$ cat config.mk
export PLATFORM = sky130hd
export DESIGN_NAME = pixel_scan
export DESIGN_NICKNAME = d
export VERILOG_FILES = /design/src/hdl/card_pkg.sv /design/src/hdl/pixel_scan.sv
export VERILOG_INCLUDE_DIRS = /design/src /design/src/include
export SDC_FILE = /design/constraint.sdc
export NUM_CORES = 1
export LEC_CHECK = 0
export ABC_CLOCK_PERIOD_IN_PS = 1730
export BUFFER_PORTS_ARGS = -buffer_cell sky130_fd_sc_hd__buf_2
export CAP_MARGIN = 10
export CORE_MARGIN = 2
export CORE_UTILIZATION = 55
export DETAILED_ROUTE_END_ITERATION = 16
export PLACE_DENSITY_LB_ADDON = 0.12
export SETUP_SLACK_MARGIN = 0.2
export SLEW_MARGIN = 20
export SYNTH_ARGS = -nofsm -noshare
export SYNTH_HDL_FRONTEND = slang
export SYNTH_SLANG_ARGS = --single-unit
$ cat constraint.sdc
create_clock -name clk -period 1.73 [get_ports clk]
set_input_delay 0.346 -clock clk [delete_from_list [all_inputs] [get_ports clk]]
set_output_delay 0.346 -clock clk [all_outputs]
set_load 0.05 [all_outputs]
$ cat src/include/card_defs.svh
`ifndef CARD_DEFS_SVH
`define CARD_DEFS_SVH

//////////////////////////////
// Active raster in pixels
`define H_ACTIVE 640
`define V_ACTIVE 480

//////////////////////////////
// Card grid, 4x4 slots
`define GRID_X0 121
`define GRID_Y0 60
`define CARD_PITCH 100
`define CARD_W 100
`define CARD_H 100

// Colour of a face-down card, RRR_GGG_BBB
`define CARD_BACK_RGB 9'b001_001_110

// Rendered pixel buffer
`define PIX_FIFO_DEPTH 8

`endif

$ cat src/hdl/card_pkg.sv
package card_pkg;

	// Board commands
	typedef enum logic [1:0] {
		OP_FACE_UP,
		OP_FACE_DOWN,
		OP_REMOVE,
		OP_RESET_BOARD
	} card_op_t;

	// Per-slot card state
	typedef enum logic [1:0] {
		SLOT_DOWN,
		SLOT_UP,
		SLOT_GONE
	} slot_state_t;

	typedef enum logic {
		SCAN_IDLE,
		SCAN_RUN
	} scan_state_t;

	typedef struct packed {
		card_op_t    op;
		logic [3:0]  slot;
	} card_cmd_t;

	// Slot 0 is top left, row-major
	typedef slot_state_t [15:0] board_t;

	typedef struct packed {
		logic [9:0]  x;
		logic [9:0]  y;
		logic        sof;
		logic        eof;
	} pix_req_t;

	typedef struct packed {
		logic [8:0]  rgb;
		logic        card_on;
		logic        sof;
		logic        eof;
	} pixel_t;

endpackage

$ cat src/hdl/pixel_scan.sv
`timescale 1ns/1ps
`include "card_defs.svh"

module pixel_scan import card_pkg::*; (
	input  logic        clk,
	input  logic        rst_n,
	input  card_cmd_t   cmd,
	input  logic        cmd_valid,
	input  logic        frame_start,
	input  logic        req_ready,
	output logic        cmd_ready,
	output board_t      board,
	output pix_req_t    req,
	output logic        req_valid,
	output logic        scan_busy
);

	scan_state_t state;
	logic [9:0]  x;
	logic [9:0]  y;
	logic        last_x;
	logic        last_y;

	assign last_x = (x == 10'(`H_ACTIVE - 1));
	assign last_y = (y == 10'(`V_ACTIVE - 1));

	assign cmd_ready = (state == SCAN_IDLE);
	assign scan_busy = (state == SCAN_RUN);
	assign req_valid = scan_busy;

	always_comb begin
		req.x   = x;
		req.y   = y;
		req.sof = (x == '0) && (y == '0);
		req.eof = last_x && last_y;
	end

	//////////////////////////////
	// Raster walk, x fastest
	always_ff @(posedge clk or negedge rst_n) begin
		if (!rst_n) begin
			state <= SCAN_IDLE;
			x     <= '0;
			y     <= '0;
		end else begin
			case (state)
				SCAN_IDLE: if (frame_start) state <= SCAN_RUN;
				SCAN_RUN: begin
					if (req_ready) begin
						// Counters wrap to 0,0 on the eof request
						if (last_x) begin
							x <= '0;
							y <= last_y ? '0 : y + 10'd1;
						end else begin
							x <= x + 10'd1;
						end
						if (req.eof) state <= SCAN_IDLE;
					end
				end
				default: state <= SCAN_IDLE;
			endcase
		end
	end

	//////////////////////////////
	// Board state, written only while idle
	always_ff @(posedge clk or negedge rst_n) begin
		if (!rst_n) begin
			for (int i = 0; i < 16; i++) board[i] <= SLOT_DOWN;
		end else if (cmd_valid && cmd_ready) begin
			case (cmd.op)
				OP_FACE_UP:     board[cmd.slot] <= SLOT_UP;
				OP_FACE_DOWN:   board[cmd.slot] <= SLOT_DOWN;
				OP_REMOVE:      board[cmd.slot] <= SLOT_GONE;
				OP_RESET_BOARD: for (int i = 0; i < 16; i++) board[i] <= SLOT_DOWN;
				default:        ;
			endcase
		end
	end

endmodule

==> results.json <==
{
  "fp-row-count": 27,
  "cp.required_ps": 1380,
  "finalPower_mw": 3.26,
  "numClockSinks": 53,
  "crit_path_max_incr_delay_ps": 450,
  "grt_max_degree": 54,
  "antenna_found_initial": 0,
  "clk_path_buf_depth": 2,
  "hpwl_mm": 4.92,
  "post-route-worst-setup-slack_ps": -279,
  "power_density_nw_per_um2": 797,
  "use_met2_pct": 43.4,
  "cts_tree": "done",
  "max_slew_margin_pct": 71.6,
  "crit_start": "x[5]",
  "holdBufCountCts": 0,
  "vdd_ir_drop_max_uv": 873,
  "clock_skew_ps": 4.54,
  "met1_usage_pct": 32.1,
  "wl_per_cell_um": 16.8,
  "violations": "setup timing",
  "final_nets": 431,
  "core_area_um2": 5510,
  "synth-seq-cells": 53,
  "fin_tns_setup_ps": -401,
  "timing.final.hold_violations": 0,
  "wl_mm": 8.19,
  "grt_pass1_wl_mm": 12.4,
  "synthArstFlopShare_pct": 100,
  "detail_route.vias_per_cell": 5.82,
  "slew_violations": 0,
  "r2r_slack_ps": 150,
  "path_clk_slew_ps": 90,
  "reg2reg_to": "y[7]",
  "start_util_pct": 56.8,
  "num_io_pins": 68,
  "drive_gt1_share_pct": 42.2,
  "yosysUniqueCellTypes": 48,
  "synth_ff_type": "dfrtp_1",
  "portBuffers": 67,
  "hold_class": "input port to asynchronous set/reset pin",
  "final-setup-viol-count": 2,
  "worst_pin_slew_ps": 422,
  "r2r_cells": 5,
  "grt_pass1_vias": 2487,
  "place_congestion": 0.810,
  "critPathMaxFanout": 4,
  "vias": 2845,
  "rsz0062_at_grt": "yes",
  "postRouteAntennaNets": 0,
  "drt-pass1-iter-count": 4,
  "grt-ovfl-total": 0,
  "clk_latency_ps": 310,
  "die_x_um": 79.4,
  "antenna_cells": 0,
  "drv_cap": 0,
  "crit_end": "req[1]",
  "cts-root-buf": "clkbuf_8",
  "status": "finished with violations",
  "leakage_nw": 1.84,
  "fin_crit_sh_pct": 116,
  "r2r-start": "y[0]",
  "slowest_stage": "dfrtp_2",
  "htree_levels": 2,
  "die_h_um": 79.4,
  "use_met3_pct": 4.64,
  "endpoint_kind": "output pin",
  "drt-initial-drc-count": 244,
  "crit_chain": "nor4_1 > nand2_1 > nor2_4 > buf_8",
  "avgSynthCellArea_um2": 9.50,
  "top_usage_layer": "met2",
  "numCtsBuffers": 5,
  "criticalPathCategory": "flop to output pin",
  "period_minus_slack_ps": 2010,
  "synth-edff-count": 0,
  "drcViolationCount": 0,
  "netlist_area_um2": 3130,
  "dieArea_um2": 6300,
  "maxClockFrequency_mhz": 498,
  "synth_nets": 344,
  "grt_use_total_pct": 24.9,
  "area_growth_pct": 31.0,
  "startpoint_type": "flop",
  "syn_inst": 329,
  "worstPathArrival_ps": 1660,
  "ys_seq_area_share_pct": 42.4,
  "ys_warn_count": 0
}
-- where the power goes --
group	total [mW]	internal (mW)	switching (mW)
clock network	0.891	0.472	0.419
registers	1.40	1.32	0.0807
logic	0.976	0.376	0.600
total	3.26	2.17	1.10
-- through the flow --
step                utilization (%)  std cells  hold WS [ps]  setup WS [ps]  area [um^2]
floorplan                         -        329          50.4          -30.4         3220
global placement               65.5        455           362           41.6         3600
detailed placement             65.5        455           363           4.92         3600
CTS                            70.6        473          15.4           -192         3880
global route                   74.4        489          41.2           -360         4100
finish                         74.4        489          4.09           -279         4100
-- flip-flops by register name (all words and copies together), names as in the netlist --
register	flops
y	10
req_valid	1
x	10
board	32
-- timing repair --
action,4_1_cts,5_1_grt
cloned,0,1
resized for setup,20,18
buffers inserted,10,15
setup endpoints to repair,4,13
endpoints found under the hold margin,0,0
pin swaps,3,9
-- Yosys cell counts, types with 2 or more instances --
cell type / number / area share [%]
a21o_1: 2 / 0.48
a21oi_1: 32 / 5.1
a31oi_1: 4 / 0.80
and3_2: 2 / 0.48
and4_1: 4 / 1.1
and4_4: 2 / 0.72
and4b_1: 4 / 1.3
and4bb_2: 6 / 2.4
buf_2: 10 / 1.6
buf_4: 2 / 0.48
buf_6: 3 / 1.1
clkbuf_1: 7 / 0.84
clkbuf_2: 4 / 0.64
dfrtp_1: 53 / 42
ha_1: 4 / 1.6
inv_1: 6 / 0.72
mux2i_1: 17 / 5.4
nand2_1: 40 / 4.8
nand3_1: 17 / 2.7
nand4_1: 5 / 1.0
nand4_2: 2 / 0.80
nor2_1: 10 / 1.2
nor2b_1: 6 / 1.2
nor4_1: 2 / 0.40
nor4b_1: 2 / 0.56
nor4b_4: 3 / 2.3
o21ai_0: 45 / 7.2
o21ai_1: 8 / 1.3
xnor2_1: 6 / 1.7
xor2_1: 3 / 0.84
-- critical path, delay by kind of cell, from the launching register on --
kind	cells	cell delay, ps
buffers and inverters	1	150
flip-flops	1	450
AND/OR/NAND/NOR	3	740
-- how the worst min path moves through the flow --
stage	start	end
after floorplan	rst_n	board[0]
after global placement	rst_n	board[4]
after detailed placement	rst_n	board[8]
after CTS	rst_n	board[12]
after global routing	rst_n	board[2]
final	rst_n	board[8]
-- kinds of logic after synthesis --
| logic type | share of synthesized area [%] |
|---|---|
| fa+ha+maj | 1.60 |
| xor+xnor | 3.04 |
| compound gates | 16.0 |
| flops | 42.4 |
| mux | 5.44 |
| buf+inv | 5.92 |
| simple gates | 25.6 |
-- layout make-up --
class                      count  area [um^2]
clock inverter                 1         30.0
sequential                    53         1350
clock buffer                   7         86.3
tap                           72         90.1
timing repair buffer         107          716
fill                         413         1410
inverter                       6         22.5
multi-input combinational    243         1800
-- per-layer routing --
layer / share of wire [%] / routed length [um]
met4: 1.8 / 149
met3: 4.3 / 349
met5: 0 / 0
met1: 43 / 3500
met2: 51 / 4190
-- cell usage in the layout (no fill, tap or decap), types with 9 or more instances in the layout --
cell type,instances
nand3_1,14
dfrtp_1,33
buf_2,60
o21ai_0,44
buf_4,35
mux2i_1,17
o21ai_1,9
a21oi_1,32
dfrtp_2,20
nand2_1,40
Note: power is estimated with default switching activity, not from simulation.
