[config.mk]
export PLATFORM = sky130hd
export DESIGN_NAME = pixel_fifo
export DESIGN_NICKNAME = d
export VERILOG_FILES = /design/src/hdl/card_pkg.sv /design/src/hdl/pixel_fifo.sv
export VERILOG_INCLUDE_DIRS = /design/src /design/src/include
export SDC_FILE = /design/constraint.sdc
export NUM_CORES = 1
export LEC_CHECK = 0
export BUFFER_PORTS_ARGS = -buffer_cell sky130_fd_sc_hd__buf_2
export CAP_MARGIN = 20
export CORE_AREA = 10 10 101 103
export DETAILED_ROUTE_END_ITERATION = 7
export DIE_AREA = 0 0 111 113
export PLACE_DENSITY_LB_ADDON = 0.08
export SYNTH_ARGS = -nofsm -noshare
export SYNTH_HDL_FRONTEND = slang
export SYNTH_SLANG_ARGS = --single-unit
[constraint.sdc]
create_clock -name clk -period 7.6 [get_ports clk]
set_input_delay 2.28 -clock clk [delete_from_list [all_inputs] [get_ports clk]]
set_output_delay 2.28 -clock clk [all_outputs]
set_load 0.1 [all_outputs]
[src/include/card_defs.svh]
`ifndef CARD_DEFS_SVH
`define CARD_DEFS_SVH

//////////////////////////////
// Active raster in pixels
`define H_ACTIVE 640
`define V_ACTIVE 480

//////////////////////////////
// Card grid, 4x4 slots
`define GRID_X0 121
`define GRID_Y0 60
`define CARD_PITCH 100
`define CARD_W 100
`define CARD_H 100

// Colour of a face-down card, RRR_GGG_BBB
`define CARD_BACK_RGB 9'b001_001_110

// Rendered pixel buffer
`define PIX_FIFO_DEPTH 8

`endif

[src/hdl/card_pkg.sv]
package card_pkg;

	// Board commands
	typedef enum logic [1:0] {
		OP_FACE_UP,
		OP_FACE_DOWN,
		OP_REMOVE,
		OP_RESET_BOARD
	} card_op_t;

	// Per-slot card state
	typedef enum logic [1:0] {
		SLOT_DOWN,
		SLOT_UP,
		SLOT_GONE
	} slot_state_t;

	typedef enum logic {
		SCAN_IDLE,
		SCAN_RUN
	} scan_state_t;

	typedef struct packed {
		card_op_t    op;
		logic [3:0]  slot;
	} card_cmd_t;

	// Slot 0 is top left, row-major
	typedef slot_state_t [15:0] board_t;

	typedef struct packed {
		logic [9:0]  x;
		logic [9:0]  y;
		logic        sof;
		logic        eof;
	} pix_req_t;

	typedef struct packed {
		logic [8:0]  rgb;
		logic        card_on;
		logic        sof;
		logic        eof;
	} pixel_t;

endpackage

[src/hdl/pixel_fifo.sv]
`timescale 1ns/1ps
`include "card_defs.svh"

module pixel_fifo import card_pkg::*; #(
	parameter int DEPTH = `PIX_FIFO_DEPTH
) (
	input  logic    clk,
	input  logic    rst_n,
	input  pixel_t  in,
	input  logic    in_valid,
	input  logic    out_ready,
	output logic    in_ready,
	output pixel_t  out,
	output logic    out_valid
);

	localparam int AW = (DEPTH > 1) ? $clog2(DEPTH) : 1;
	localparam int CW = $clog2(DEPTH + 1);

	pixel_t          mem [DEPTH];
	logic [AW-1:0]   wr_ptr;
	logic [AW-1:0]   rd_ptr;
	logic [CW-1:0]   count;
	logic            push;
	logic            pop;

	// Wrap explicitly so DEPTH need not be a power of two
	function automatic logic [AW-1:0] next_ptr(input logic [AW-1:0] p);
		return (p == AW'(DEPTH - 1)) ? '0 : p + 1'b1;
	endfunction

	assign in_ready  = (count != CW'(DEPTH));
	assign out_valid = (count != '0);
	assign push      = in_valid && in_ready;
	assign pop       = out_valid && out_ready;
	assign out       = mem[rd_ptr];

	always_ff @(posedge clk or negedge rst_n) begin
		if (!rst_n) begin
			wr_ptr <= '0;
			rd_ptr <= '0;
			count  <= '0;
		end else begin
			if (push) wr_ptr <= next_ptr(wr_ptr);
			if (pop) rd_ptr <= next_ptr(rd_ptr);
			case ({push, pop})
				2'b10:   count <= count + 1'b1;
				2'b01:   count <= count - 1'b1;
				default: ;
			endcase
		end
	end

	always_ff @(posedge clk) begin
		if (push) mem[wr_ptr] <= in;
	end

endmodule

==> results.env, run 1 <==
SYNTH_TOP_CELL_BY_AREA='edfxtp_1'
TRITONCTS='built'
DRV_CAP=0
SKEW_NS=0.0132
WORSTSETUPPATHTYPE='flop to output pin'
INITIAL_UTILIZATION_PCT=53.7
X_DIMENSION_OF_THE_DIE_UM=111
WORST_EP_ARRIVAL_TIME_NS=2.34
NETLIST_TOP_CELLS_AREA='edfxtp_1 (66%), mux4_1 (13%), dfrtp_1 (5.7%)'
FINAL_MAX_SLEW_VIOL_COUNT=0
CRIT_PATH_TOP_DELAY_CELL='mux4_1'
HOLD_BUFFERS_POST_CTS=0
LAYOUT_WORST_PATH_CYCLE_SHARE_PCT=60.8
ANTENNA_FOUND_INITIAL=0
SYN_NETS=228
PLACE_HPWL_UM=5030
SYNTHTOPCELLSBYCOUNT='edfxtp_1 (96), mux4_1 (22), mux2_2 (19)'
TOTALWIRELENGTH_UM=7620
ROUTED_ANTENNA_NETS=0
POST_ROUTE_CELLS_DRIVE_ABOVE_1_SHARE_PCT=33.2
SYNTH-MAIN-FF-CELL='edfxtp_1'
GRT_PASS1_WL_UM=12000
NUMBER_OF_INSTANCES_IN_THE_SYNTHESIZED_NETLIST=204
CLOCK-ROOT-BUFFER='clkbuf_8'
CTS_REPAIR_RESIZE_COUNT=0
TIMING.CRITICAL_PATH.FANOUT_MAX=24
SYNTH-ASYNC-RESET-RATIO_PCT=9.43
WORST_EP_REQUIRED_TIME_NS=5.32
RUN_STATUS='completed'
TIGHTESTPINTRANSITION_NS=0.719
HOLD_PATH.STARTPOINT='count[0]'
REG_TO_REG_END='count[3]'
MAX_CLOCK_FREQ_MHz=216
NUM_ROWS=33
SYNTHTOLAYOUTAREAGROWTH_PCT=11.9
PLACEABLECOREAREA_UM2=8130
SYNTH.MOST_COMMON_CELL='edfxtp_1'
DETAIL_ROUTE.VIAS_PER_CELL=5.81
DRTPASS1ITERATIONS=4
SYNTH-EDFF-COUNT=96
ROUTE.VIAS.TOTAL=2062
CLKSINKCOUNT=106
REG2REG_DEPTH=7
RR_STARTPOINT='count[0]'
POST-SYNTH-TOP-AREA-FRACTION_PCT=66.0
GRT_OVERFLOW=0
WORSTPATHCELLLIST='buf_4 > mux4_1 > mux2_2 > buf_2'
GRT_PASS1_VIAS=2180
TIMING.CRITICAL_PATH.TO_TYPE='output pin'
GP_ROUTABILITY_CONGESTION=0.780
HOLD_VIOL=0
CLK_PIN_SLEW_NS=0.09
CTSLONGESTPATHBUFFERS=2
PIN_COUNT=30
UNREPAIRED_SETUP_ENDPOINTS_AFTER_GLOBAL_ROUTING='no'
AVERAGE_ROUTED_WIRE_PER_STANDARD_CELL_UM=21.5
WORST_SKEW_PAIR.LATE_LATENCY_NS=0.36
AVGSYNTHCELLAREA_UM2=21.4
CTS_INSERTED_BUFFERS=9
START_KIND='flop'
YS_SEQ_AREA_SHARE_PCT=71.8
DIE_H_UM=113
TIMING.REG2REG.SETUP_SLACK_NS=4.59
CTS.HTREE.LEVELS=3
SYNTHDISTINCTLIBCELLS=30
MAXIMUM_NUMBER_OF_PINS_ON_ONE_NET_BEFORE_GLOBAL_ROUTE_REPAIR=27
HOLDPATHEND='count[0]'
DIE_AREA_UM2=12500
CTS_POST_SETUP_BUFFERS_INSERTED=0
PORT_BUFFERS=29
NUM-NETS-FINAL=270
HOLDPATHSTAGES=1
POSTSYNTHREGISTERBITS=106
SYNTHESIS.YOSYS.WARNINGS=0
LAYOUT.FILLER_CELLS=582
SETUP_VIOL_COUNT_FINAL=0
CRITICAL_PATH.N_BUFFERS_INVERTERS=2
REMAINING_DRC_ERRORS=0
GRT.TOTAL_USAGE_PCT=12.5
SYNTHESIS.AREA_UM2=4370
DRT-INITIAL-DRC-COUNT=71
TNS_NS=0
WORST_HOLD_PATH_TYPE='flop to flop'
CPPEAKSTAGEDELAY_NS=0.61
CRIT_FAMILY='multiplexers'
WORST_SLEW_MARGIN_REL_PCT=52.1
FIN_CRIT_NS=4.62
ANTENNA_CELLS_INSERTED=0
cell type report:
| class | instances | area (um^2) | area share [%] |
|---|---|---|---|
| multi-input cells | 85 | 1180 | 24.3 |
| repair buffers | 39 | 240 | 4.92 |
| well taps | 105 | 131 | 2.69 |
| inverters | 5 | 18.8 | 0.384 |
| flip-flops and latches | 106 | 3130 | 64.1 |
| clock buffers | 9 | 124 | 2.54 |
| clock inverters | 6 | 53.8 | 1.10 |
per-stage QoR:
stage                     setup WS, ns  instance area, um^2  util, %  hold WS, ns  std cells
after floorplan                   3.59                 4370        -        0.493        204
after global placement            3.30                 4680     57.5        0.518        339
after detailed placement          3.24                 4680     57.5        0.565        339
after CTS                         2.85                 4860     59.7        0.577        354
after global routing              2.88                 4890     60.1        0.604        355
final                             2.98                 4890     60.1        0.572        355
worst max path at each step:
stage,startpoint,to,slack (ns),cells after the start
after floorplan,out_ready,count[3],3.59,7
after global placement,rd_ptr[1],out[1],3.30,3
after detailed placement,in_valid,count[3],3.24,7
after CTS,rd_ptr[1],out[5],2.85,3
after global routing,rd_ptr[0],out[10],2.88,4
final,rd_ptr[0],out[2],2.98,4
sequential cells by signal, indices dropped and copies added (netlist names):
name and flops:
count 4, mem 96, rd_ptr 3, wr_ptr 3
cells in the final DEF, fill, tap and decap left out:
cell type   synthesis  final
nor4_2              0      1
nor2_1              5      5
mux2i_1             1      1
nor3_2              0      4
edfxtp_1           96     96
dfrtp_1            10     10
clkinv_4            0      4
or4b_4              1      1
o211ai_1            1      1
nand2b_1            2      2
mux4_2              2      2
xor2_1              1      1
clkinvlp_4          0      1
ha_1                7      7
inv_8               0      1
o311ai_0            1      1
nand2_1             3      3
mux4_1             22     22
clkbuf_8            0      9
nand3_1             3      3
xnor2_1             1      1
or4b_2              1      1
inv_1               5      5
nor3b_1             3      3
buf_4               0      9
a2111o_1            1      1
buf_2               2     29
mux2_2             19     19
a21oi_1             2      2
or4_1               1      1
fa_1                1      1
nand2_2             1      1
o21ai_0             1      1
buf_16              0      1
cell families (layout without fill, tap and decap cells):
logic type	count (synthesis)	after routing	share of synthesized area, %
DFF	106	106	71.8
muxes	44	44	19.4
adders and majority gates	8	8	2.46
and+or+nand+nor	25	25	3.30
AOI/OAI and AO/OA	6	6	0.974
xor gates and xnor gates	2	2	0.401
buffers and inverters	13	59	1.69
metal layers:
layer	share of wire [%]	track usage, %	vias to the layer above
li1	-	-	946
met1	41	15.2	1066
met2	52	20.5	41
met3	5.0	2.91	9
met4	1.6	6.42	0
met5	0	0	-
Power of run 1 is not shown: default switching activity piles up to over one toggle a cycle in this logic, so the estimate is an artifact.
==> run 2, diff against run 1 <==
clock period = 4.8 ns   (was 7.6 ns; I/O delays follow)
==> results.env, run 2 (same netlist as run 1, synthesis figures left out) <==
TNS_NS=0
POST_ROUTE_CELLS_DRIVE_ABOVE_1_SHARE_PCT=33.5
ROUTED_ANTENNA_NETS=0
CTS_POST_SETUP_BUFFERS_INSERTED=0
HOLD_BUFFERS_POST_CTS=0
SEQUENTIAL_CELL_AREA_UM2=3130
WORST_SKEW_PAIR.LATE_LATENCY_NS=0.35
X_DIMENSION_OF_THE_DIE_UM=111
TIMING.CRITICAL_PATH.TO_TYPE='output pin'
LAYOUT_WORST_PATH_CYCLE_SHARE_PCT=77.7
ANTENNA_FOUND_INITIAL=0
LAYOUT_COMMONEST_CELL='edfxtp_1'
SETUP_VIOL_COUNT_FINAL=0
DETAIL_ROUTE.VIAS_PER_CELL=5.78
CTS_REPAIR_RESIZE_COUNT=0
CLOCK-ROOT-BUFFER='clkbuf_8'
ROUTE.VIAS.TOTAL=2056
LAYOUT.CELLS.MOST_COMMON_LIST='edfxtp_1 (96), buf_2 (29), mux4_1 (22)'
TOTALWIRELENGTH_UM=7560
AVERAGE_ROUTED_WIRE_PER_STANDARD_CELL_UM=21.2
WORST_SLEW_MARGIN_REL_PCT=50.3
GRT_PASS1_VIAS=2219
REMAINING_DRC_ERRORS=0
FIN_WS_NS=1.07
FIN_CRIT_NS=3.73
CTS.HTREE.LEVELS=3
DPL.CELL_COUNT=339
TIGHTESTPINTRANSITION_NS=0.743
UNREPAIRED_SETUP_ENDPOINTS_AFTER_GLOBAL_ROUTING='no'
REG2REG_DEPTH=7
LARGEST_REGISTER_FFS=96
PRE_CTS_WS_NS=1.26
CTS_INSERTED_BUFFERS=9
NUM-NETS-FINAL=270
MAXIMUM_NUMBER_OF_PINS_ON_ONE_NET_BEFORE_GLOBAL_ROUTE_REPAIR=28
RUN_STATUS='completed'
CTSLONGESTPATHBUFFERS=2
GRT_PASS1_WL_UM=12000
WORSTSETUPPATHTYPE='flop to output pin'
LAYOUT.FILLER_CELLS=591
DRT-INITIAL-DRC-COUNT=111
DRTPASS1ITERATIONS=4
TOP_REGISTER='mem'
PLACEABLECOREAREA_UM2=8130
PLACE_HPWL_UM=4920
TIMING.CRITICAL_PATH.FANOUT_MAX=27
GRT.TOTAL_USAGE_PCT=12.3
PORT_BUFFERS=29
CLKSINKCOUNT=106
SKEW_NS=0.0120
MULTI_INPUT_COMB_AREA_UM2=1180
HOLD_VIOL=0
WORST_EP_REQUIRED_TIME_NS=3.36
TRITONCTS='built'
HOLDPATHSTAGES=2
REG_TOP3='mem x96, count x4'
FINAL_MAX_SLEW_VIOL_COUNT=0
START_KIND='flop'
GP_ROUTABILITY_CONGESTION=0.737
WORST_HOLD_PATH_TYPE='flop to flop'
WORST_EP_ARRIVAL_TIME_NS=2.29
MAX_CLOCK_FREQ_MHz=268
ANTENNA_CELLS_INSERTED=0
DRV_CAP=0
DIE_AREA_UM2=12500
CLK_PIN_SLEW_NS=0.10
PIN_COUNT=30
SYNTHTOLAYOUTAREAGROWTH_PCT=11.9
DIE_H_UM=113
NUM_ROWS=33
FINISH.CELL_COUNT_WITHOUT_FILLERS=356
INITIAL_UTILIZATION_PCT=53.7
GRT_OVERFLOW=0
[run 2: cell count changes in the layout (fill, tap and decap cells not counted), sizes merged]
cell and delta:
clkinvlp +2, clkinv -1
[run 2: critical path: stages (launching register included)]
cell,delay (ns)
dfrtp_1,0.33
buf_4,0.39
mux4_1,0.64
mux2_2,0.28
buf_2,0.29
[run 2: area by class of cell]
type,count,area share [%]
Multi-Input combinational cell,85,24.3
Sequential cell,106,64.1
Clock inverter,7,1.10
Tap cell,105,2.69
Timing Repair Buffer,39,4.92
Clock buffer,9,2.54
Inverter,5,0.384
[run 2: worst paths after layout]
check                                from        end  slack [ns]
worst min register to register   count[2]   count[2]        0.56
worst min-delay path             count[2]   count[2]        0.56
worst max-delay path            rd_ptr[0]     out[3]        1.07
worst max register to register   count[0]   count[3]        1.83
min in group asynchronous           rst_n   count[2]        0.94
max in group asynchronous           rst_n  rd_ptr[1]        3.65
[run 2: through the flow]
| step | util [%] | hold slack [ns] | area [um^2] |
|---|---|---|---|
| 3_5_place_dp | 57.5 | 0.542 | 4680 |
| 3_3_place_gp | 57.5 | 0.525 | 4680 |
| 2_1_floorplan | - | 0.493 | 4370 |
| 6_report | 60.1 | 0.559 | 4890 |
| 5_1_grt | 60.1 | 0.616 | 4890 |
| 4_1_cts | 59.7 | 0.566 | 4860 |
[run 2: metal layers]
layer | track usage (%) | vias to the layer above | share of wire, %
met4 | 4.86 | 0 | 1.4
met5 | 0 | - | 0
met3 | 2.80 | 10 | 2.5
met1 | 15.1 | 1068 | 45
met2 | 20.6 | 39 | 51
li1 | - | 939 | -
Power of run 2 is left out for the same reason.
