--- src/include/card_defs.svh ---
`ifndef CARD_DEFS_SVH
`define CARD_DEFS_SVH

//////////////////////////////
// Active raster in pixels
`define H_ACTIVE 640
`define V_ACTIVE 480

//////////////////////////////
// Card grid, 4x4 slots
`define GRID_X0 121
`define GRID_Y0 60
`define CARD_PITCH 100
`define CARD_W 100
`define CARD_H 100

// Colour of a face-down card, RRR_GGG_BBB
`define CARD_BACK_RGB 9'b001_001_110

// Rendered pixel buffer
`define PIX_FIFO_DEPTH 8

`endif

--- src/hdl/card_pkg.sv ---
package card_pkg;

	// Board commands
	typedef enum logic [1:0] {
		OP_FACE_UP,
		OP_FACE_DOWN,
		OP_REMOVE,
		OP_RESET_BOARD
	} card_op_t;

	// Per-slot card state
	typedef enum logic [1:0] {
		SLOT_DOWN,
		SLOT_UP,
		SLOT_GONE
	} slot_state_t;

	typedef enum logic {
		SCAN_IDLE,
		SCAN_RUN
	} scan_state_t;

	typedef struct packed {
		card_op_t    op;
		logic [3:0]  slot;
	} card_cmd_t;

	// Slot 0 is top left, row-major
	typedef slot_state_t [15:0] board_t;

	typedef struct packed {
		logic [9:0]  x;
		logic [9:0]  y;
		logic        sof;
		logic        eof;
	} pix_req_t;

	typedef struct packed {
		logic [8:0]  rgb;
		logic        card_on;
		logic        sof;
		logic        eof;
	} pixel_t;

endpackage

--- src/hdl/pixel_out.sv ---
`timescale 1ns/1ps

module pixel_out import card_pkg::*; (
	input  logic        clk,
	input  logic        rst_n,
	input  pixel_t      in,
	input  logic        in_valid,
	input  logic        pix_ready,
	output logic        in_ready,
	output pixel_t      pix,
	output logic        pix_valid,
	output logic [7:0]  frame_count
);

	logic delivered;

	// Load when empty or when the sink takes the current pixel
	assign in_ready  = !pix_valid || pix_ready;
	assign delivered = pix_valid && pix_ready;

	always_ff @(posedge clk or negedge rst_n) begin
		if (!rst_n) begin
			pix_valid <= 1'b0;
		end else if (in_ready) begin
			pix_valid <= in_valid;
		end
	end

	always_ff @(posedge clk) begin
		if (in_ready && in_valid) pix <= in;
	end

	//////////////////////////////
	// Frames handed to the sink, wraps at 256
	always_ff @(posedge clk or negedge rst_n) begin
		if (!rst_n) begin
			frame_count <= '0;
		end else if (delivered && pix.eof) begin
			frame_count <= frame_count + 8'd1;
		end
	end

endmodule

--- config.mk ---
export PLATFORM = sky130hd
export DESIGN_NAME = pixel_out
export DESIGN_NICKNAME = d
export VERILOG_FILES = /design/src/include/card_defs.svh /design/src/hdl/card_pkg.sv /design/src/hdl/pixel_out.sv
export SDC_FILE = /design/constraint.sdc
export NUM_CORES = 1
export LEC_CHECK = 0
export BUFFER_PORTS_ARGS = -buffer_cell sky130_fd_sc_hd__buf_2
export CAP_MARGIN = 20
export CORE_AREA = 10 10 53 55
export CTS_BUF_LIST = sky130_fd_sc_hd__clkbuf_4
export CTS_CLUSTER_SIZE = 25
export DETAILED_ROUTE_END_ITERATION = 8
export DIE_AREA = 0 0 63 65
export PLACE_DENSITY = 0.77
export SKIP_LAST_GASP = 1
export SLEW_MARGIN = 20
export SYNTH_ARGS = -nofsm -noshare
export SYNTH_HDL_FRONTEND = slang
export SYNTH_SLANG_ARGS = --single-unit
--- constraint.sdc ---
create_clock -name clk -period 1.7 [get_ports clk]
set_input_delay 0.17 -clock clk [delete_from_list [all_inputs] [get_ports clk]]
set_output_delay 0.17 -clock clk [all_outputs]
set_load 0.01 [all_outputs]
==> results of run 1 <==
-- state kept, by name, indices dropped and copies added, names as in the netlist --
register and cells:
pix 12, frame_count 8, pix_valid 1
-- final cells by class --
cell class                 instances  area (um2)  area share [%]
sequential                        21         586            56.3
multi-input combinational         25         195            18.8
timing repair buffer              38         195            18.8
clock buffer                       4        30.0            2.89
tap                               27        33.8            3.25
-- kinds of logic after synthesis --
kind of cell | after synthesis
flip-flops | 21
adder cells (fa/ha/maj) | 1
XOR/XNOR | 7
AND/OR/NAND/NOR | 16
multiplexers | 1
-- cells in the mapped netlist, drive strengths merged --
master  instances
xnor2           2
ha              1
mux2            1
nand2           4
nor2            2
edfxtp         12
nand3           1
xor2            5
dfrtp           9
nand4           3
nand2b          2
and2            1
nor3            3
-- per-stage QoR --
step / std cells / instance area, um2 / power [mW]
floorplan: 46 / 781 / 0.825
global placement: 110 / 1000 / 0.942
detailed placement: 110 / 1000 / 0.953
CTS: 115 / 1040 / 1.20
global route: 115 / 1040 / 1.26
finish: 115 / 1040 / 1.18
-- layer usage --
metal	vias to the layer above	GRT usage (%)	wire length, um
met3	4	2.23	45
met5	-	0	0
met1	234	9.05	662
met4	0	6.98	51
met2	17	14.5	902
li1	250	-	-
-- power by group --
part           leakage [nW]  switching (mW)  internal, mW
clock network        0.0184           0.141         0.107
registers             0.229          0.0761         0.614
logic                 0.236           0.133         0.114
-- worst register-to-register path: stages, from the launching register on --
cell and delay (ns):
dfrtp_1 0.46, nand2b_1 0.14, and2_1 0.47
-- worst paths after layout --
| check | start | end |
|---|---|---|
| min in group asynchronous | rst_n | frame_count[6] |
| worst min register to register | frame_count[7] | frame_count[7] |
| worst min-delay path | in[0] | pix[0] |
| worst max register to register | pix_valid | pix[6] |
| max in group asynchronous | rst_n | frame_count[4] |
| worst max-delay path | pix_valid | pix[6] |
-- timing repair --
action,4_1_cts,5_1_grt
hold buffers,1,0
hold endpoints to repair,9,0
setup endpoints to repair,0,0
==> out/qor.csv, run 1 <==
stage,metric,value,unit
logic_synthesis,"top cells by area, synth","edfxtp_1, dfrtp_1, xor2_1",
clock_network,root buffer cell,clkbuf_4,
setup_path,Critical Path Stages,2,
detailed_routing,Vias/cell,4.39,
setup_path,flop-to-flop setup slack,0.29,ns
logic_synthesis,distinct cell type count of the synthesized netlist,14,
detailed_routing,DR WL/cell,14.5,um
logic_synthesis,Syn. warnings,0,
sta,RSZ-0062 raised after global routing,no,
clock_network,post-CTS sizing,0,
pwr,Power Dens Cells,1140,nW/um2
die,die area,4100,um2
pwr,maximum vdd drop,0.000891,V
logic_synthesis,Compound-Gate Fraction of Synth Area,0,%
setup_path,worst-case reg-to-reg path depth,2,
logic_synthesis,adder-cell share of the synthesized area,1.60,%
global_routing,gr usage total,8.64,%
final_layout,Syn-to-layout area delta,33.2,%
die,Core ar.,1860,um2
setup_path,CP Data Arrival Time,1.35,ns
clock_network,H-Tree Level Count,1,
logic_synthesis,simple-gate portion of the synthesized area,14.1,%
global_routing,vias in the first global route,570,
die,DIE HEIGHT,65,um
sta,Fin. Hold Viols,0,
logic_synthesis,cell count after synthesis,46,
setup_path,CP max FO,12,
global_routing,first-pass GRT wire length,2.74,mm
detailed_routing,drt first pass iters,3,
logic_synthesis,largest area contributor in the netlist,edfxtp_1,
status,outcome,"finished, final reports clean",
clock_network,post-CTS setup repair buffer count,0,
logic_synthesis,mux share of post-synthesis cell area,1.44,%
setup_path,CP top delay family,simple AND/OR/NAND/NOR gates,
logic_synthesis,post-synth net total,63,
detailed_routing,Initial DRC Count,10,
place,GP Congestion,0.632,
clock_network,CTS tree,done,
detailed_routing,# DRC,0,
global_routing,initial antenna violation count,0,
sta,fmax,0.710,GHz
clock_network,CTS sink cnt,21,
sta,clk_skew,0.00279,ns
clock_network,clock buffer depth,2,
global_routing,gr ovfl total,0,
logic_synthesis,combinational family with the most area after synthesis,simple AND/OR/NAND/NOR gates,
logic_synthesis,Synth Area per Inst,17.0,um2
final_layout,final core occ,55.8,%
setup_path,Startpoint Class,register,
detailed_routing,via count,505,
die,row count,16,
setup_path,"Slowest-stage cell, CP",and2_1,
final_layout,final-layout fill cell count,164,
global_routing,pin count of the biggest net entering global routing,13,
pwr,Static Leakage,0.483,nW
detailed_routing,post-route ant nets,0,
place,PortBufs,37,
job,max cap viols,0,
final_layout,ant diodes,0,
setup_path,WS Path Type,register to register,
die,Die X,63,um
setup_path,endpoint class of the critical path,register,
final_layout,"most common cell after layout, fill and taps aside",buf_2,
final_layout,fin nets,106,
sta,fin. max-slew vios,0,
sta,final worst slack,0.292,ns
clock_network,clock transition at the registers of the reported paths,0.11,ns
logic_synthesis,Synth Cell Area,781,um2
setup_path,Critical Path RT,1.64,ns
setup_path,CP max stage delay,0.47,ns
logic_synthesis,register bit total from synthesis,21,
sta,Final TNS setup,0,ns
clock_network,clk_lat worst skew,0.29,ns
worst_hold_path,worst hold path cell count,1,
sta,Worst Tran Pin Value,0.517,ns
clock_network,total CTS buffers,3,
worst_hold_path,Hold Path Class,input port to register,
detailed_routing,Routed WL,1.66,mm
sta,Final period util,82.8,%
sta,Final setup viols,0,
logic_synthesis,Yosys top cell area share,46.2,%
final_layout,most frequent cells in the layout,"buf_2, edfxtp_1, dfrtp_1, xor2_1",
final_layout,layout cell share with drive strength beyond 1,51.1,%
die,Starting Density,41.9,%
sta,fin crit period,1.41,ns
place,DP Worst Slack,0.277,ns
die,num ports,38,
sta,Hold Slack,0.0424,ns
setup_path,"Cell Chain, Critical Path","nand2b_1, and2_1",
sta,Max-slew headroom,65.5,%
logic_synthesis,post-synthesis xor/xnor area fraction,7.85,%
setup_path,Worst Path Buf+Inv,0,
logic_synthesis,sequential fraction of the synthesis area,75.0,%
No activity file was read; power rests on OpenSTA's default activity.
==> run 2, diff against run 1 <==
- ABC_AREA: unset -> 1
- CORE_AREA: 10 10 53 55 -> 10 10 54 56
- DIE_AREA: 0 0 63 65 -> 0 0 64 66
- clock period: 1.7 -> 1.39 ns (I/O delays scaled with it)
==> run 2 against run 1 <==
Via count is 35% higher. Final area increased by 17%. Synthesized area rose by 7.7%. Power increased by 29%. Sequential share of layout area is 8.4 points lower. Global-route usage grew 0.77 points. Final cell count up 32%. Die area rose by 3.2%. Wire length rose by 20%.
==> out/qor.csv, run 2 <==
stage,metric,value,unit,change
sta,RSZ-0062 raised after global routing,no,,unchanged
setup_path,Startpoint Class,register,,unchanged
logic_synthesis,sequential fraction of the synthesis area,69.6,%,was 75.0%
logic_synthesis,Synth Cell Area,841,um2,was 781 um2
setup_path,endpoint class of the critical path,primary output,,was register
place,GP Congestion,0.748,,was 0.632
setup_path,CP Data Arrival Time,1.09,ns,was 1.35 ns
logic_synthesis,largest area contributor in the netlist,edfxtp_1,,unchanged
detailed_routing,post-route ant nets,0,,unchanged
pwr,internal power,1.05,mW,was 835 uW
sta,Final setup viols,0,,unchanged
detailed_routing,Initial DRC Count,26,,was 10
pwr,Power Dens Cells,1250,nW/um2,was 1140 nW/um2
pwr,maximum vdd drop,0.000744,V,was 0.000891 V
logic_synthesis,most numerous cell in the Yosys netlist,nand2_1,,was edfxtp_1
setup_path,"Cell Chain, Critical Path","nand2_1, buf_2",,"was nand2b_1, and2_1"
die,Die X,64,um,was 63 um
final_layout,max reg flops,12,,unchanged
die,num ports,38,,unchanged
detailed_routing,drt first pass iters,4,,was 3
final_layout,"most common cell after layout, fill and taps aside",buf_2,,unchanged
die,die area,4220,um2,was 4100 um2
die,DIE HEIGHT,66,um,was 65 um
sta,Max-slew headroom,82.9,%,was 65.5%
place,Detailed Place HPWL,1.47,mm,
die,Starting Density,44.2,%,was 41.9%
logic_synthesis,Syn. warnings,0,,unchanged
final_layout,fin nets,143,,was 106
final_layout,most frequent cells in the layout,"buf_2, nand2_1, dlygate4sd3_1, edfxtp_1, inv_1",,"was buf_2, edfxtp_1, dfrtp_1, xor2_1"
detailed_routing,Vias/cell,4.49,,was 4.39
global_routing,first-pass GRT wire length,3.11,mm,was 2.74 mm
sta,fmax,0.816,GHz,
sta,fin. max-slew vios,0,,unchanged
global_routing,initial antenna violation count,0,,unchanged
worst_hold_path,Hold Path Class,input port to register,,unchanged
pwr,Static Leakage,0.597,nW,was 0.483 nW
detailed_routing,DR WL/cell,13.1,um,was 14.5 um
logic_synthesis,post-synth net total,88,,was 63
final_layout,Syn-to-layout area delta,45.2,%,was 33.2%
sta,clk_skew,0.00369,ns,was 0.00279 ns
global_routing,pin count of the biggest net entering global routing,13,,unchanged
logic_synthesis,Post-synth EDFFs,12,,unchanged
setup_path,"Slowest-stage cell, CP",dfrtp_1,,was and2_1
logic_synthesis,Async SR Flop Fraction,42.9,%,unchanged
clock_network,clock transition at the registers of the reported paths,0.11,ns,about the same
clock_network,CTS tree,done,,unchanged
sta,Fin. Hold Viols,0,,unchanged
logic_synthesis,"top cells by area, synth","edfxtp_1, dfrtp_1, nand2_1",,"was edfxtp_1, dfrtp_1, xor2_1"
setup_path,CP top delay family,flip-flops,,was simple AND/OR/NAND/NOR gates
logic_synthesis,Synth Area per Inst,11.8,um2,was 17.0 um2
setup_path,Worst Path Buf+Inv,1,,was 0
logic_synthesis,register bit total from synthesis,21,,unchanged
clock_network,CTS sink cnt,21,,unchanged
clock_network,clock buffer depth,2,,unchanged
status,outcome,"finished, final reports clean",,unchanged
sta,Worst Tran Pin Value,0.256,ns,was 0.517 ns
final_layout,ant diodes,0,,unchanged
place,placed inst area,1070,um2,was 1000 um2
clock_network,total CTS buffers,3,,unchanged
final_layout,layout cell share with drive strength beyond 1,37.6,%,was 51.1%
sta,Final TNS setup,0,ns,unchanged
logic_synthesis,cell count after synthesis,71,,was 46
job,max cap viols,0,,unchanged
logic_synthesis,distinct cell type count of the synthesized netlist,13,,was 14
pwr,combinational share of power,23.4,%,was 20.8%
sta,fin crit period,1.23,ns,
global_routing,gr ovfl total,0,,unchanged
clock_network,clk_lat worst skew,0.29,ns,about the same
die,row count,16,,unchanged
pwr,Sw Ratio,30.9,%,was 29.5%
pwr,clock share of power,19.8,%,was 20.9%
die,Core ar.,1900,um2,was 1860 um2
sta,Final period util,88.1,%,
clock_network,post-CTS setup repair buffer count,0,,unchanged
place,PortBufs,37,,unchanged
detailed_routing,via count,682,,was 505
final_layout,Final Cell Area,1220,um2,was 1040 um2
setup_path,Critical Path RT,1.25,ns,was 1.64 ns
final_layout,largest registers,"pix x12, frame_count x8, pix_valid x1",,unchanged
detailed_routing,Routed WL,1.99,mm,was 1.66 mm
logic_synthesis,Yosys top cell area share,42.9,%,was 46.2%
global_routing,vias in the first global route,692,,was 570
logic_synthesis,top_reg_cell synth,edfxtp_1,,unchanged
clock_network,root buffer cell,clkbuf_4,,unchanged
clock_network,H-Tree Level Count,1,,unchanged
final_layout,Biggest register,pix,,unchanged
logic_synthesis,"top cells by count, synth","nand2_1, edfxtp_1, inv_1",,"was edfxtp_1, dfrtp_1, xor2_1"
setup_path,CP max stage delay,0.50,ns,was 0.47 ns
setup_path,CP max FO,5,,was 12
pwr,NetSw,471,uW,was 349 uW
pwr,Seq pwr share,56.8,%,was 58.3%
detailed_routing,# DRC,0,,unchanged
global_routing,gr usage total,9.41,%,was 8.64%
setup_path,WS Path Type,register to primary output,,was register to register
pwr,Final Total Pwr,1.52,mW,was 1.18 mW
[run 2: changes by cell type after synthesis, sizes merged, moves of 2 or more]
| cell | before | now |
|---|---|---|
| inv | 0 | 11 |
| nor3 | 3 | 0 |
| nand2b | 2 | 0 |
| nand4 | 3 | 0 |
| xnor2 | 2 | 0 |
| nand3 | 1 | 7 |
| nand2 | 4 | 18 |
| nor2 | 2 | 7 |
[run 2: power by group through the flow]
stage	Combinational [mW]	Sequential (mW)	Clock (mW)
5_1_grt	0.403	0.886	0.340
2_1_floorplan	0.138	0.905	0
6_report	0.356	0.865	0.302
3_5_place_dp	0.335	0.876	0
4_1_cts	0.339	0.863	0.316
3_3_place_gp	0.336	0.864	0
[run 2: cell families after synthesis]
| kind of cell | after synthesis | synth area share (%) |
|---|---|---|
| compound gates | 1 | 0.595 |
| fa+ha+maj | 1 | 1.49 |
| flops | 21 | 69.6 |
| simple gates | 33 | 19.2 |
| buf+inv | 11 | 4.91 |
| xor+xnor | 4 | 4.17 |
[run 2: metrics by stage]
step	setup WS [ns]	hold WS, ns	utilization (%)	cells
final	0.165	0.0144	64.2	152
after global routing	0.105	-0.00555	64.2	152
after CTS	0.157	0.00209	58.4	141
after detailed placement	0.251	0.00229	56.3	136
after global placement	0.313	0.00182	56.3	136
after floorplan	0.117	-0.157	-	71
[run 2: timing repair]
action / in CTS / in global routing
resized for setup: 0 / 0
hold buffers: 1 / 11
hold endpoints to repair: 9 / 11
[run 2: path summary, 6_finish.rpt]
check / startpoint / cells past startpoint / slack (ns) / endpoint
max in group asynchronous: rst_n / 2 / 0.97 / frame_count[7]
worst min register to register: frame_count[4] / 1 / 0.54 / frame_count[4]
worst max-delay path: pix_valid / 2 / 0.16 / in_ready
min in group asynchronous: rst_n / 2 / 0.23 / frame_count[3]
worst min-delay path: in[10] / 1 / 0.01 / pix[10]
worst max register to register: pix_valid / 2 / 0.24 / pix[8]
[run 2: final cells by class]
class                           count  area, um2
Tap cell                           27       33.8
Inverter                           11       41.3
Fill cell                         147        681
Timing Repair Buffer               50        313
Sequential cell                    21        586
Clock buffer                        4       30.0
Multi-Input combinational cell     39        218
[run 2: metal layers]
layer	vias to the layer above	part of all wire (%)	global-route usage (%)	wire, um
met5	-	0	0	0
met4	0	0.70	4.92	14
met3	2	16	7.97	321
met2	35	40	12.8	791
met1	312	43	9.91	863
li1	333	-	-	-
